<file path="src/fp_alu_config.svh">
/*
 * Field widths and pipeline depth for the multi-cycle scalar ALU,
 * single-precision format with four stages
 */
`ifndef FP_ALU_CONFIG_SVH
`define FP_ALU_CONFIG_SVH

// Exponent field width
`define FP_EXP_W 8

// Stored significand width, hidden bit not counted
`define FP_SIG_W 23

// Full word width
`define FP_WORD_W 32

// Edges from accept to result
`define ALU_LATENCY 4

`endif

</file>
<file path="src/fp_alu_pkg.sv">
/*
 * Shared types for the multi-cycle scalar ALU: the operation encoding
 * and the operand word with its float and integer views
 */
`include "fp_alu_config.svh"

package fp_alu_pkg;

	typedef enum logic [2:0]
	{
		OP_FADD,
		OP_FSUB,
		OP_FMUL,
		OP_IMUL,
		OP_FGTR,
		OP_FLT,
		OP_FGTE,
		OP_FLTE
	} alu_op_t;

	typedef struct packed
	{
		logic sign;
		logic [`FP_EXP_W-1:0] exponent;
		logic [`FP_SIG_W-1:0] significand;
	} fp_fields_t;

	// Float view for FP ops, raw view for OP_IMUL
	typedef union packed
	{
		fp_fields_t f;
		logic [`FP_WORD_W-1:0] raw;
	} fp_word_u;

endpackage

</file>
<file path="src/fp_adder_align.sv">
/*
 * FP adder stage one. Unpacks both operands, puts the larger magnitude
 * first, works out the alignment shift and flags inf and NaN inputs
 */
`timescale 1ns/1ps
`include "fp_alu_config.svh"

module fp_adder_align import fp_alu_pkg::*; (
	input  logic clk,
	input  logic rst_i,
	input  alu_op_t op_i,
	input  fp_word_u operand1_i,
	input  fp_word_u operand2_i,
	output logic [`FP_SIG_W+2:0] sig_large_o,
	output logic [`FP_SIG_W+2:0] sig_small_o,
	output logic [`FP_EXP_W-1:0] exp_o,
	output logic [4:0] shift_o,
	output logic sign_o,
	output logic subtract_o,
	output logic inf_o,
	output logic nan_o
);
	logic sign2_eff;
	logic swap;
	logic zero1;
	logic zero2;
	logic inf1;
	logic inf2;
	logic nan1;
	logic nan2;
	logic subtract;
	logic [`FP_SIG_W+2:0] sig1;
	logic [`FP_SIG_W+2:0] sig2;
	logic [`FP_EXP_W-1:0] exp_large;
	logic [`FP_EXP_W-1:0] exp_diff;

	// Subtract and all compares negate operand two
	assign sign2_eff = operand2_i.f.sign ^ (op_i inside {OP_FSUB, OP_FGTR, OP_FLT, OP_FGTE, OP_FLTE});
	assign swap = operand2_i.raw[`FP_WORD_W-2:0] > operand1_i.raw[`FP_WORD_W-2:0];
	assign subtract = operand1_i.f.sign ^ sign2_eff;

	// Denormals read as zero
	assign zero1 = operand1_i.f.exponent == '0;
	assign zero2 = operand2_i.f.exponent == '0;
	assign inf1 = &operand1_i.f.exponent && operand1_i.f.significand == '0;
	assign inf2 = &operand2_i.f.exponent && operand2_i.f.significand == '0;
	assign nan1 = &operand1_i.f.exponent && operand1_i.f.significand != '0;
	assign nan2 = &operand2_i.f.exponent && operand2_i.f.significand != '0;

	// Hidden bit on top, two guard zeros below
	assign sig1 = zero1 ? '0 : {1'b1, operand1_i.f.significand, 2'b00};
	assign sig2 = zero2 ? '0 : {1'b1, operand2_i.f.significand, 2'b00};

	assign exp_large = swap ? operand2_i.f.exponent : operand1_i.f.exponent;
	assign exp_diff = swap ? operand2_i.f.exponent - operand1_i.f.exponent
		: operand1_i.f.exponent - operand2_i.f.exponent;

	always_ff @(posedge clk)
	begin
		sig_large_o <= swap ? sig2 : sig1;
		sig_small_o <= swap ? sig1 : sig2;
		exp_o <= exp_large;
		shift_o <= (|exp_diff[`FP_EXP_W-1:5]) ? 5'd31 : exp_diff[4:0];  // Saturate
		sign_o <= swap ? sign2_eff : operand1_i.f.sign;
	end

	always_ff @(posedge clk)
	begin
		if (rst_i)
		begin
			subtract_o <= 1'b0;
			inf_o <= 1'b0;
			nan_o <= 1'b0;
		end
		else
		begin
			subtract_o <= subtract;
			inf_o <= inf1 || inf2;
			nan_o <= nan1 || nan2 || (inf1 && inf2 && subtract);  // inf - inf
		end
	end

endmodule

</file>
<file path="src/fp_adder_sum.sv">
/*
 * FP adder stages two and three. Shifts the smaller significand into
 * line, then adds or subtracts the pair
 */
`timescale 1ns/1ps
`include "fp_alu_config.svh"

module fp_adder_sum (
	input  logic clk,
	input  logic rst_i,
	input  logic [`FP_SIG_W+2:0] sig_large_i,
	input  logic [`FP_SIG_W+2:0] sig_small_i,
	input  logic [`FP_EXP_W-1:0] exp_i,
	input  logic [4:0] shift_i,
	input  logic sign_i,
	input  logic subtract_i,
	input  logic inf_i,
	input  logic nan_i,
	output logic [`FP_SIG_W+3:0] sum_o,
	output logic [`FP_EXP_W-1:0] exp_o,
	output logic sign_o,
	output logic inf_o,
	output logic nan_o
);
	logic [`FP_SIG_W+2:0] large_q;
	logic [`FP_SIG_W+2:0] small_q;
	logic [`FP_EXP_W-1:0] exp_q;
	logic sign_q;
	logic subtract_q;
	logic inf_q;
	logic nan_q;
	logic [`FP_SIG_W+3:0] sum;

	// Large magnitude first, so this never goes negative
	assign sum = subtract_q ? {1'b0, large_q} - {1'b0, small_q}
		: {1'b0, large_q} + {1'b0, small_q};

	always_ff @(posedge clk)
	begin
		large_q <= sig_large_i;
		small_q <= sig_small_i >> shift_i;  // Shifted-out bits are lost
		exp_q <= exp_i;
		sign_q <= sign_i;
		sum_o <= sum;
		exp_o <= exp_q;
		sign_o <= (sum == '0) ? 1'b0 : sign_q;  // Exact zero is positive
	end

	always_ff @(posedge clk)
	begin
		if (rst_i)
		begin
			subtract_q <= 1'b0;
			inf_q <= 1'b0;
			nan_q <= 1'b0;
			inf_o <= 1'b0;
			nan_o <= 1'b0;
		end
		else
		begin
			subtract_q <= subtract_i;
			inf_q <= inf_i;
			nan_q <= nan_i;
			inf_o <= inf_q;
			nan_o <= nan_q;
		end
	end

endmodule

</file>
<file path="src/fp_normalize.sv">
/*
 * Shared normalizer. Moves the leading one to the hidden position,
 * truncates, fixes the exponent and applies the special-case words
 */
`timescale 1ns/1ps
`include "fp_alu_config.svh"

module fp_normalize import fp_alu_pkg::*; (
	input  logic [2*`FP_SIG_W+1:0] significand_i,
	input  logic signed [`FP_EXP_W+1:0] exponent_i,
	input  logic sign_i,
	input  logic inf_i,
	input  logic nan_i,
	output fp_word_u word_o
);
	localparam int SIG_IN_W = 2*`FP_SIG_W + 2;
	localparam logic signed [`FP_EXP_W+1:0] HIDDEN_POS = 2*`FP_SIG_W;  // exponent_i refers here
	localparam logic signed [`FP_EXP_W+1:0] EXP_LIMIT = (1 << `FP_EXP_W) - 1;
	localparam logic [`FP_WORD_W-1:0] NAN_WORD = '1;
	localparam logic [`FP_WORD_W-1:0] INF_WORD = {1'b0, {`FP_EXP_W{1'b1}}, {`FP_SIG_W{1'b0}}};

	logic [5:0] lead;
	logic [SIG_IN_W-1:0] shifted;
	logic signed [`FP_EXP_W+1:0] exp_adj;
	logic sig_zero;
	logic overflow;
	logic underflow;

	// Highest set bit wins
	always_comb
	begin
		lead = '0;
		for (int i = 0; i < SIG_IN_W; i++)
			if (significand_i[i])
				lead = 6'(i);
	end

	assign shifted = significand_i << (6'(SIG_IN_W - 1) - lead);
	assign exp_adj = exponent_i + $signed({{(`FP_EXP_W-4){1'b0}}, lead}) - HIDDEN_POS;
	assign sig_zero = significand_i == '0;
	assign overflow = !sig_zero && exp_adj >= EXP_LIMIT;
	assign underflow = exp_adj <= 0;

	always_comb
	begin
		word_o.raw = '0;
		if (nan_i)
			word_o.raw = NAN_WORD;
		else if (inf_i || overflow)
			word_o.raw = INF_WORD;
		else if (!sig_zero && !underflow)
		begin
			word_o.f.sign = sign_i;
			word_o.f.exponent = exp_adj[`FP_EXP_W-1:0];
			word_o.f.significand = shifted[SIG_IN_W-2 -: `FP_SIG_W];  // Truncate
		end
	end

endmodule

</file>
<file path="src/integer_multiplier.sv">
/*
 * Three-stage unsigned 32 by 32 multiplier. Works on 16-bit halves so
 * each stage holds one narrow multiply or one add
 */
`timescale 1ns/1ps
`include "fp_alu_config.svh"

module integer_multiplier (
	input  logic clk,
	input  logic [`FP_WORD_W-1:0] multiplicand_i,
	input  logic [`FP_WORD_W-1:0] multiplier_i,
	output logic [2*`FP_WORD_W-1:0] product_o
);
	localparam int HALF_W = `FP_WORD_W / 2;

	logic [`FP_WORD_W-1:0] a_q;
	logic [`FP_WORD_W-1:0] b_q;
	logic [`FP_WORD_W-1:0] pp_ll;
	logic [`FP_WORD_W-1:0] pp_lh;
	logic [`FP_WORD_W-1:0] pp_hl;
	logic [`FP_WORD_W-1:0] pp_hh;
	logic [2*`FP_WORD_W-1:0] cross_sum;

	// Middle terms sit one half-word up
	assign cross_sum = ({{HALF_W{1'b0}}, pp_lh, {HALF_W{1'b0}}})
		+ ({{HALF_W{1'b0}}, pp_hl, {HALF_W{1'b0}}});

	always_ff @(posedge clk)
	begin
		a_q <= multiplicand_i;
		b_q <= multiplier_i;

		pp_ll <= a_q[HALF_W-1:0] * b_q[HALF_W-1:0];
		pp_lh <= a_q[HALF_W-1:0] * b_q[`FP_WORD_W-1:HALF_W];
		pp_hl <= a_q[`FP_WORD_W-1:HALF_W] * b_q[HALF_W-1:0];
		pp_hh <= a_q[`FP_WORD_W-1:HALF_W] * b_q[`FP_WORD_W-1:HALF_W];

		product_o <= {pp_hh, pp_ll} + cross_sum;
	end

endmodule

</file>
<file path="src/multi_cycle_scalar_alu.sv">
/*
 * Four-stage scalar ALU for FP add, subtract, multiply and compare plus
 * 32-bit integer multiply. One issue per cycle, no stalls
 */
`timescale 1ns/1ps
`include "fp_alu_config.svh"

module multi_cycle_scalar_alu import fp_alu_pkg::*; (
	input  logic clk,
	input  logic rst_i,
	input  logic valid_i,
	input  alu_op_t op_i,
	input  fp_word_u operand1_i,
	input  fp_word_u operand2_i,
	output logic valid_o,
	output logic [`FP_WORD_W-1:0] result_o
);
	localparam int STAGES = `ALU_LATENCY - 1;
	localparam int LAST = STAGES - 1;
	localparam logic signed [`FP_EXP_W+1:0] BIAS = (1 << (`FP_EXP_W - 1)) - 1;

	logic valid_q [STAGES];
	alu_op_t op_q [STAGES];
	logic signed [`FP_EXP_W+1:0] mul_exp_q [STAGES];
	logic mul_sign_q [STAGES];
	logic mul_inf_q [STAGES];
	logic mul_nan_q [STAGES];

	logic [`FP_SIG_W+2:0] align_sig_large;
	logic [`FP_SIG_W+2:0] align_sig_small;
	logic [`FP_EXP_W-1:0] align_exp;
	logic [4:0] align_shift;
	logic align_sign;
	logic align_subtract;
	logic align_inf;
	logic align_nan;
	logic [`FP_SIG_W+3:0] add_sum;
	logic [`FP_EXP_W-1:0] add_exp;
	logic add_sign;
	logic add_inf;
	logic add_nan;

	logic [`FP_SIG_W:0] hsig1;
	logic [`FP_SIG_W:0] hsig2;
	logic [`FP_WORD_W-1:0] mul_a;
	logic [`FP_WORD_W-1:0] mul_b;
	logic [2*`FP_WORD_W-1:0] product;
	logic zero1;
	logic zero2;
	logic inf1;
	logic inf2;
	logic nan1;
	logic nan2;

	logic [2*`FP_SIG_W+1:0] norm_sig;
	logic signed [`FP_EXP_W+1:0] norm_exp;
	logic norm_sign;
	logic norm_inf;
	logic norm_nan;
	fp_word_u norm_word;
	logic cmp_zero;
	logic cmp_neg;
	logic cmp_true;
	logic [`FP_WORD_W-1:0] result_next;

	fp_adder_align u_align (
		.clk(clk),
		.rst_i(rst_i),
		.op_i(op_i),
		.operand1_i(operand1_i),
		.operand2_i(operand2_i),
		.sig_large_o(align_sig_large),
		.sig_small_o(align_sig_small),
		.exp_o(align_exp),
		.shift_o(align_shift),
		.sign_o(align_sign),
		.subtract_o(align_subtract),
		.inf_o(align_inf),
		.nan_o(align_nan)
	);

	fp_adder_sum u_sum (
		.clk(clk),
		.rst_i(rst_i),
		.sig_large_i(align_sig_large),
		.sig_small_i(align_sig_small),
		.exp_i(align_exp),
		.shift_i(align_shift),
		.sign_i(align_sign),
		.subtract_i(align_subtract),
		.inf_i(align_inf),
		.nan_i(align_nan),
		.sum_o(add_sum),
		.exp_o(add_exp),
		.sign_o(add_sign),
		.inf_o(add_inf),
		.nan_o(add_nan)
	);

	// Operand classes for the float multiply
	assign zero1 = operand1_i.f.exponent == '0;
	assign zero2 = operand2_i.f.exponent == '0;
	assign inf1 = &operand1_i.f.exponent && operand1_i.f.significand == '0;
	assign inf2 = &operand2_i.f.exponent && operand2_i.f.significand == '0;
	assign nan1 = &operand1_i.f.exponent && operand1_i.f.significand != '0;
	assign nan2 = &operand2_i.f.exponent && operand2_i.f.significand != '0;
	assign hsig1 = zero1 ? '0 : {1'b1, operand1_i.f.significand};
	assign hsig2 = zero2 ? '0 : {1'b1, operand2_i.f.significand};

	// Raw words for integer multiply, significands otherwise
	assign mul_a = (op_i == OP_IMUL) ? operand1_i.raw
		: {{(`FP_WORD_W-`FP_SIG_W-1){1'b0}}, hsig1};
	assign mul_b = (op_i == OP_IMUL) ? operand2_i.raw
		: {{(`FP_WORD_W-`FP_SIG_W-1){1'b0}}, hsig2};

	integer_multiplier u_mult (
		.clk(clk),
		.multiplicand_i(mul_a),
		.multiplier_i(mul_b),
		.product_o(product)
	);

	always_ff @(posedge clk)
	begin
		mul_exp_q[0] <= $signed({2'b00, operand1_i.f.exponent})
			+ $signed({2'b00, operand2_i.f.exponent}) - BIAS;
		mul_sign_q[0] <= operand1_i.f.sign ^ operand2_i.f.sign;
		for (int s = 1; s < STAGES; s++)
		begin
			mul_exp_q[s] <= mul_exp_q[s-1];
			mul_sign_q[s] <= mul_sign_q[s-1];
		end
	end

	always_ff @(posedge clk)
	begin
		if (rst_i)
		begin
			for (int s = 0; s < STAGES; s++)
			begin
				valid_q[s] <= 1'b0;
				op_q[s] <= OP_FADD;
				mul_inf_q[s] <= 1'b0;
				mul_nan_q[s] <= 1'b0;
			end
		end
		else
		begin
			valid_q[0] <= valid_i;
			op_q[0] <= op_i;
			mul_inf_q[0] <= inf1 || inf2;
			mul_nan_q[0] <= nan1 || nan2 || (inf1 && zero2) || (inf2 && zero1);  // inf * 0
			for (int s = 1; s < STAGES; s++)
			begin
				valid_q[s] <= valid_q[s-1];
				op_q[s] <= op_q[s-1];
				mul_inf_q[s] <= mul_inf_q[s-1];
				mul_nan_q[s] <= mul_nan_q[s-1];
			end
		end
	end

	// Product leading bit lands at 2^46 or 2^47, the adder sum is lined up to match
	always_comb
	begin
		if (op_q[LAST] == OP_FMUL)
		begin
			norm_sig = product[2*`FP_SIG_W+1:0];
			norm_exp = mul_exp_q[LAST];
			norm_sign = mul_sign_q[LAST];
			norm_inf = mul_inf_q[LAST];
			norm_nan = mul_nan_q[LAST];
		end
		else
		begin
			norm_sig = {add_sum, {(`FP_SIG_W-2){1'b0}}};
			norm_exp = {2'b00, add_exp};
			norm_sign = add_sign;
			norm_inf = add_inf;
			norm_nan = add_nan;
		end
	end

	fp_normalize u_norm (
		.significand_i(norm_sig),
		.exponent_i(norm_exp),
		.sign_i(norm_sign),
		.inf_i(norm_inf),
		.nan_i(norm_nan),
		.word_o(norm_word)
	);

	// Compare against the normalized difference op1 - op2
	assign cmp_zero = norm_word.raw[`FP_WORD_W-2:0] == '0;
	assign cmp_neg = norm_word.f.sign;

	always_comb
	begin
		case (op_q[LAST])
			OP_FGTR: cmp_true = !cmp_zero && !cmp_neg;
			OP_FLT: cmp_true = cmp_neg;
			OP_FGTE: cmp_true = !cmp_neg;
			OP_FLTE: cmp_true = cmp_zero || cmp_neg;
			default: cmp_true = 1'b0;
		endcase
	end

	always_comb
	begin
		if (op_q[LAST] == OP_IMUL)
			result_next = product[`FP_WORD_W-1:0];  // Low half only
		else if (op_q[LAST] inside {OP_FGTR, OP_FLT, OP_FGTE, OP_FLTE})
			result_next = {{(`FP_WORD_W-1){1'b0}}, cmp_true};
		else
			result_next = norm_word.raw;
	end

	always_ff @(posedge clk)
	begin
		if (rst_i)
		begin
			valid_o <= 1'b0;
			result_o <= '0;
		end
		else
		begin
			valid_o <= valid_q[LAST];
			result_o <= result_next;
		end
	end

endmodule

</file>
<file path="config.mk">
export PLATFORM = sky130hd
export DESIGN_NAME = multi_cycle_scalar_alu
export DESIGN_NICKNAME = d
export VERILOG_FILES = /design/src/fp_alu_pkg.sv /design/src/fp_adder_align.sv /design/src/fp_adder_sum.sv /design/src/fp_normalize.sv /design/src/integer_multiplier.sv /design/src/multi_cycle_scalar_alu.sv
export VERILOG_INCLUDE_DIRS = /design/src
export SDC_FILE = /design/constraint.sdc
export NUM_CORES = 2
export LEC_CHECK = 0
export BUFFER_PORTS_ARGS = -buffer_cell sky130_fd_sc_hd__buf_2
export CAP_MARGIN = 20
export CORE_UTILIZATION = 50
export CTS_CLUSTER_DIAMETER = 150
export CTS_CLUSTER_SIZE = 24
export DETAILED_ROUTE_END_ITERATION = 10
export HOLD_SLACK_MARGIN = 0.06
export PLACE_DENSITY = 0.77
export SETUP_SLACK_MARGIN = 0.2
export SKIP_CTS_REPAIR_TIMING = 1
export SYNTH_ARGS = -nofsm -noshare
export SYNTH_HDL_FRONTEND = slang
export SYNTH_SLANG_ARGS = --single-unit
</file>
<file path="constraint.sdc">
create_clock -name clk -period 15 [get_ports clk]
set_clock_uncertainty 0.2 [all_clocks]
set_input_delay 3.75 -clock clk [delete_from_list [all_inputs] [get_ports clk]]
set_output_delay 3.75 -clock clk [all_outputs]
set_load 0.02 [all_outputs]
</file>
==> impl_metrics.ini <==
[layout]
drive_gt1_share_pct = 5.37
area_delta_synth_final_pct = 4.64
seq_area_mm2 = 0.00941
nNetsFinal = 6896
fin_cells = 7004
multi_input_area_mm2 = 0.0370
nFillCells = 9134

[route]
drt_iter0_markers = 3303
vias = 40400
first_pass_iters = 6
viasPerCell = 5.76
postRouteAntennaNets = 0
route.detailed.drc = 0
post_drt_wl_per_cell_um = 21.4
routed_wl_um = 150000

[sta]
grt_setup_unrepaired = false
min_period_ns = 8.47
hold_violations = 0
slew_violations = 0
slew_headroom_pct = 24.2
tns_ns = 0
whs_ns = 0.122
worst_pin_slew_ns = 1.14
setup_violations = 0
period_share_pct = 56.5
max_freq_mhz = 118

[clocking]
clockRootBuffer = clkbuf_16
clock_path_buffers = 3
htreeDepth = 1
cts_tree = yes
numCtsBuffers = 23
clk_pin_slew_ns = 0.11
clkLatencyLatePin_ns = 0.61
cts.sinks = 470

[floorplan]
ios = 103
num_rows = 116
core_area_mm2 = 0.100
initial_core_util_pct = 50.7
die-area_mm2 = 0.103
die_w_um = 321
die_h_um = 321

[synth]
ys.flop_type = dfxtp_1
syn_inst = 5705
synth_edf_count = 0
ys_seq_area_share_pct = 18.5
async_flop_share_pct = 0
yosysMostFrequentCell = inv_1
synth_top_area_cell = fa_1
syn_avg_cell_area_um2 = 8.93
ys_seq_elements = 470
synthTopCellsByCount = inv_1, nand2_1, fa_1
synth_warnings = 0
synth_area_mm2 = 0.0509
synth_cell_type_count = 97
synth.area.top_cells = fa_1, dfxtp_1, ha_1, inv_1, nand2_1
syn_nets = 6957
synth_top_area_share_pct = 27.4

[place]
routabilityCongestion = 1.02
io_buffers = 102
dp_hpwl_um = 114000
dp.cells = 6974

[worst_setup_path]
cp_common_cell = ha_1
worst-path-buf-inv = 3
critical_path.endpoint_type = register
crit_chain = or3b_4 -> mux2i_2 -> nand4_1 -> nor2_2 -> inv_2 -> a21oi_1 -> clkinv_1 -> ha_1 -> inv_1 -> ha_1 -> a211o_1 -> a2111oi_0 -> nor3_1 -> xnor2_1 -> a21oi_2 -> nand4b_1 -> or3_1 -> a221oi_1 -> o221a_2 -> a31o_2
cp_data_arrival_time_ns = 8.84
crit_type = register to register
max_stage_delay_ns = 0.89
critPathMaxFanout = 21
critPathTopFamily = simple AND/OR/NAND/NOR gates
worstSetupStartpointType = register
cp_slowest_cell = a21oi_1
cp.required_ns = 15.37

[global_route]
grt_max_degree = 54
grt_antenna_before_repair = 10
grt_pass1_vias = 41300
grt_pass1_wl_um = 234000
grt_overflow = 0
grt.total_usage_pct = 29.1

[run]
maxCapViolCount = 0

[power_and_ir_drop]
vdd_drop_max_mv = 0.345
p_leak_nw = 25.7
power_density_mw_per_mm2 = 207

[outcome]
status = completed

[min_path]
min_path_type = register to register
-- state kept, by name, indices dropped and copies added, names as in the netlist, 9 cells and up --
signal,count
u_mult.pp_lh,32
u_sum.small_q,26
u_sum.sum_o,27
u_mult.a_q,32
u_sum.large_q,24
u_mult.product_o,48
op_q,9
u_mult.pp_hh,16
u_align.sig_small_o,24
u_mult.b_q,32
result_o,32
u_mult.pp_ll,32
u_mult.pp_hl,32
mul_exp_q,30
u_align.sig_large_o,24
-- worst register-to-register path, stage by stage (launching register included) --
cell and delay (ns):
dfxtp_1 0.39, or3b_4 0.57, mux2i_2 0.47, nand4_1 0.78, nor2_2 0.60, inv_2 0.12
a21oi_1 0.89, clkinv_1 0.60, ha_1 0.46, inv_1 0.04, ha_1 0.35, a211o_1 0.29
a2111oi_0 0.45, nor3_1 0.13, xnor2_1 0.17, a21oi_2 0.22, nand4b_1 0.30, or3_1 0.66
a221oi_1 0.33, o221a_2 0.26, a31o_2 0.15
-- cell type report --
type | instances | share of cell area [%]
multi-input cells | 4063 | 69.5
flip-flops and latches | 470 | 17.7
inverters | 907 | 6.39
well taps | 1357 | 3.19
repair buffers | 179 | 2.12
clock buffers | 23 | 1.08
clock inverters | 2 | 0.0728
diodes | 3 | 0.0141
-- power breakdown --
group | internal (mW) | total, mW | switching, mW
clock | 0.294 | 0.724 | 0.430
sequential | 1.70 | 2.06 | 0.358
combinational | 3.35 | 8.27 | 4.92
total | 5.35 | 11.1 | 5.70
-- cells by family after synthesis --
family | synth area share [%]
simple gates | 16.2
xor+xnor | 3.59
fa+ha+maj | 39.3
mux | 3.45
buf+inv | 8.87
flops | 18.5
compound gates | 10.1
-- metal layers --
| layer | up-vias | routed length (um) | part of all wire, % | track usage, % |
|---|---|---|---|---|
| met5 | - | 51 | 0.034 | 0 |
| met1 | 19900 | 58800 | 39 | 37.1 |
| met4 | 4 | 8250 | 5.5 | 14.1 |
| met2 | 1923 | 69600 | 46 | 47.9 |
| li1 | 18000 | - | - | - |
| met3 | 488 | 13000 | 8.7 | 4.92 |
-- placed cells by master (no fill, tap or decap), drive strengths merged, types with 23 or more instances in the layout --
cell type / n
a211oi: 33
a21o: 51
a21oi: 255
a22o: 50
and2: 380
buf: 179
clkbuf: 23
dfxtp: 470
fa: 698
ha: 484
inv: 905
mux2: 32
mux2i: 118
nand2: 752
nand2b: 35
nand3: 44
nand4: 24
nor2: 269
nor2b: 45
nor3: 65
nor4: 45
o21a: 35
o21ai: 126
o21bai: 30
xnor2: 164
xor2: 45
-- path summary, 6_finish.rpt --
check | startpoint | endpoint | slack [ns] | depth (start not counted)
max | op_q[0][8] | result_o[15] | 6.53 | 20
min | mul_exp_q[0][19] | mul_exp_q[0][29] | 0.12 | 0
max reg2reg | op_q[0][8] | result_o[15] | 6.53 | 20
min reg2reg | mul_exp_q[0][19] | mul_exp_q[0][29] | 0.12 | 0
-- stage by stage --
step	power [mW]	util [%]	worst slack (ns)	instance area (um2)
final	11.1	53.1	6.53	53300
after detailed placement	10.2	52.4	6.68	52600
after floorplan	7.97	-	8.15	50900
after global routing	12.0	53.1	6.14	53300
after global placement	10.0	52.4	6.82	52600
after CTS	11.0	53.0	6.70	53200
No activity file was read; power rests on OpenSTA's default activity.
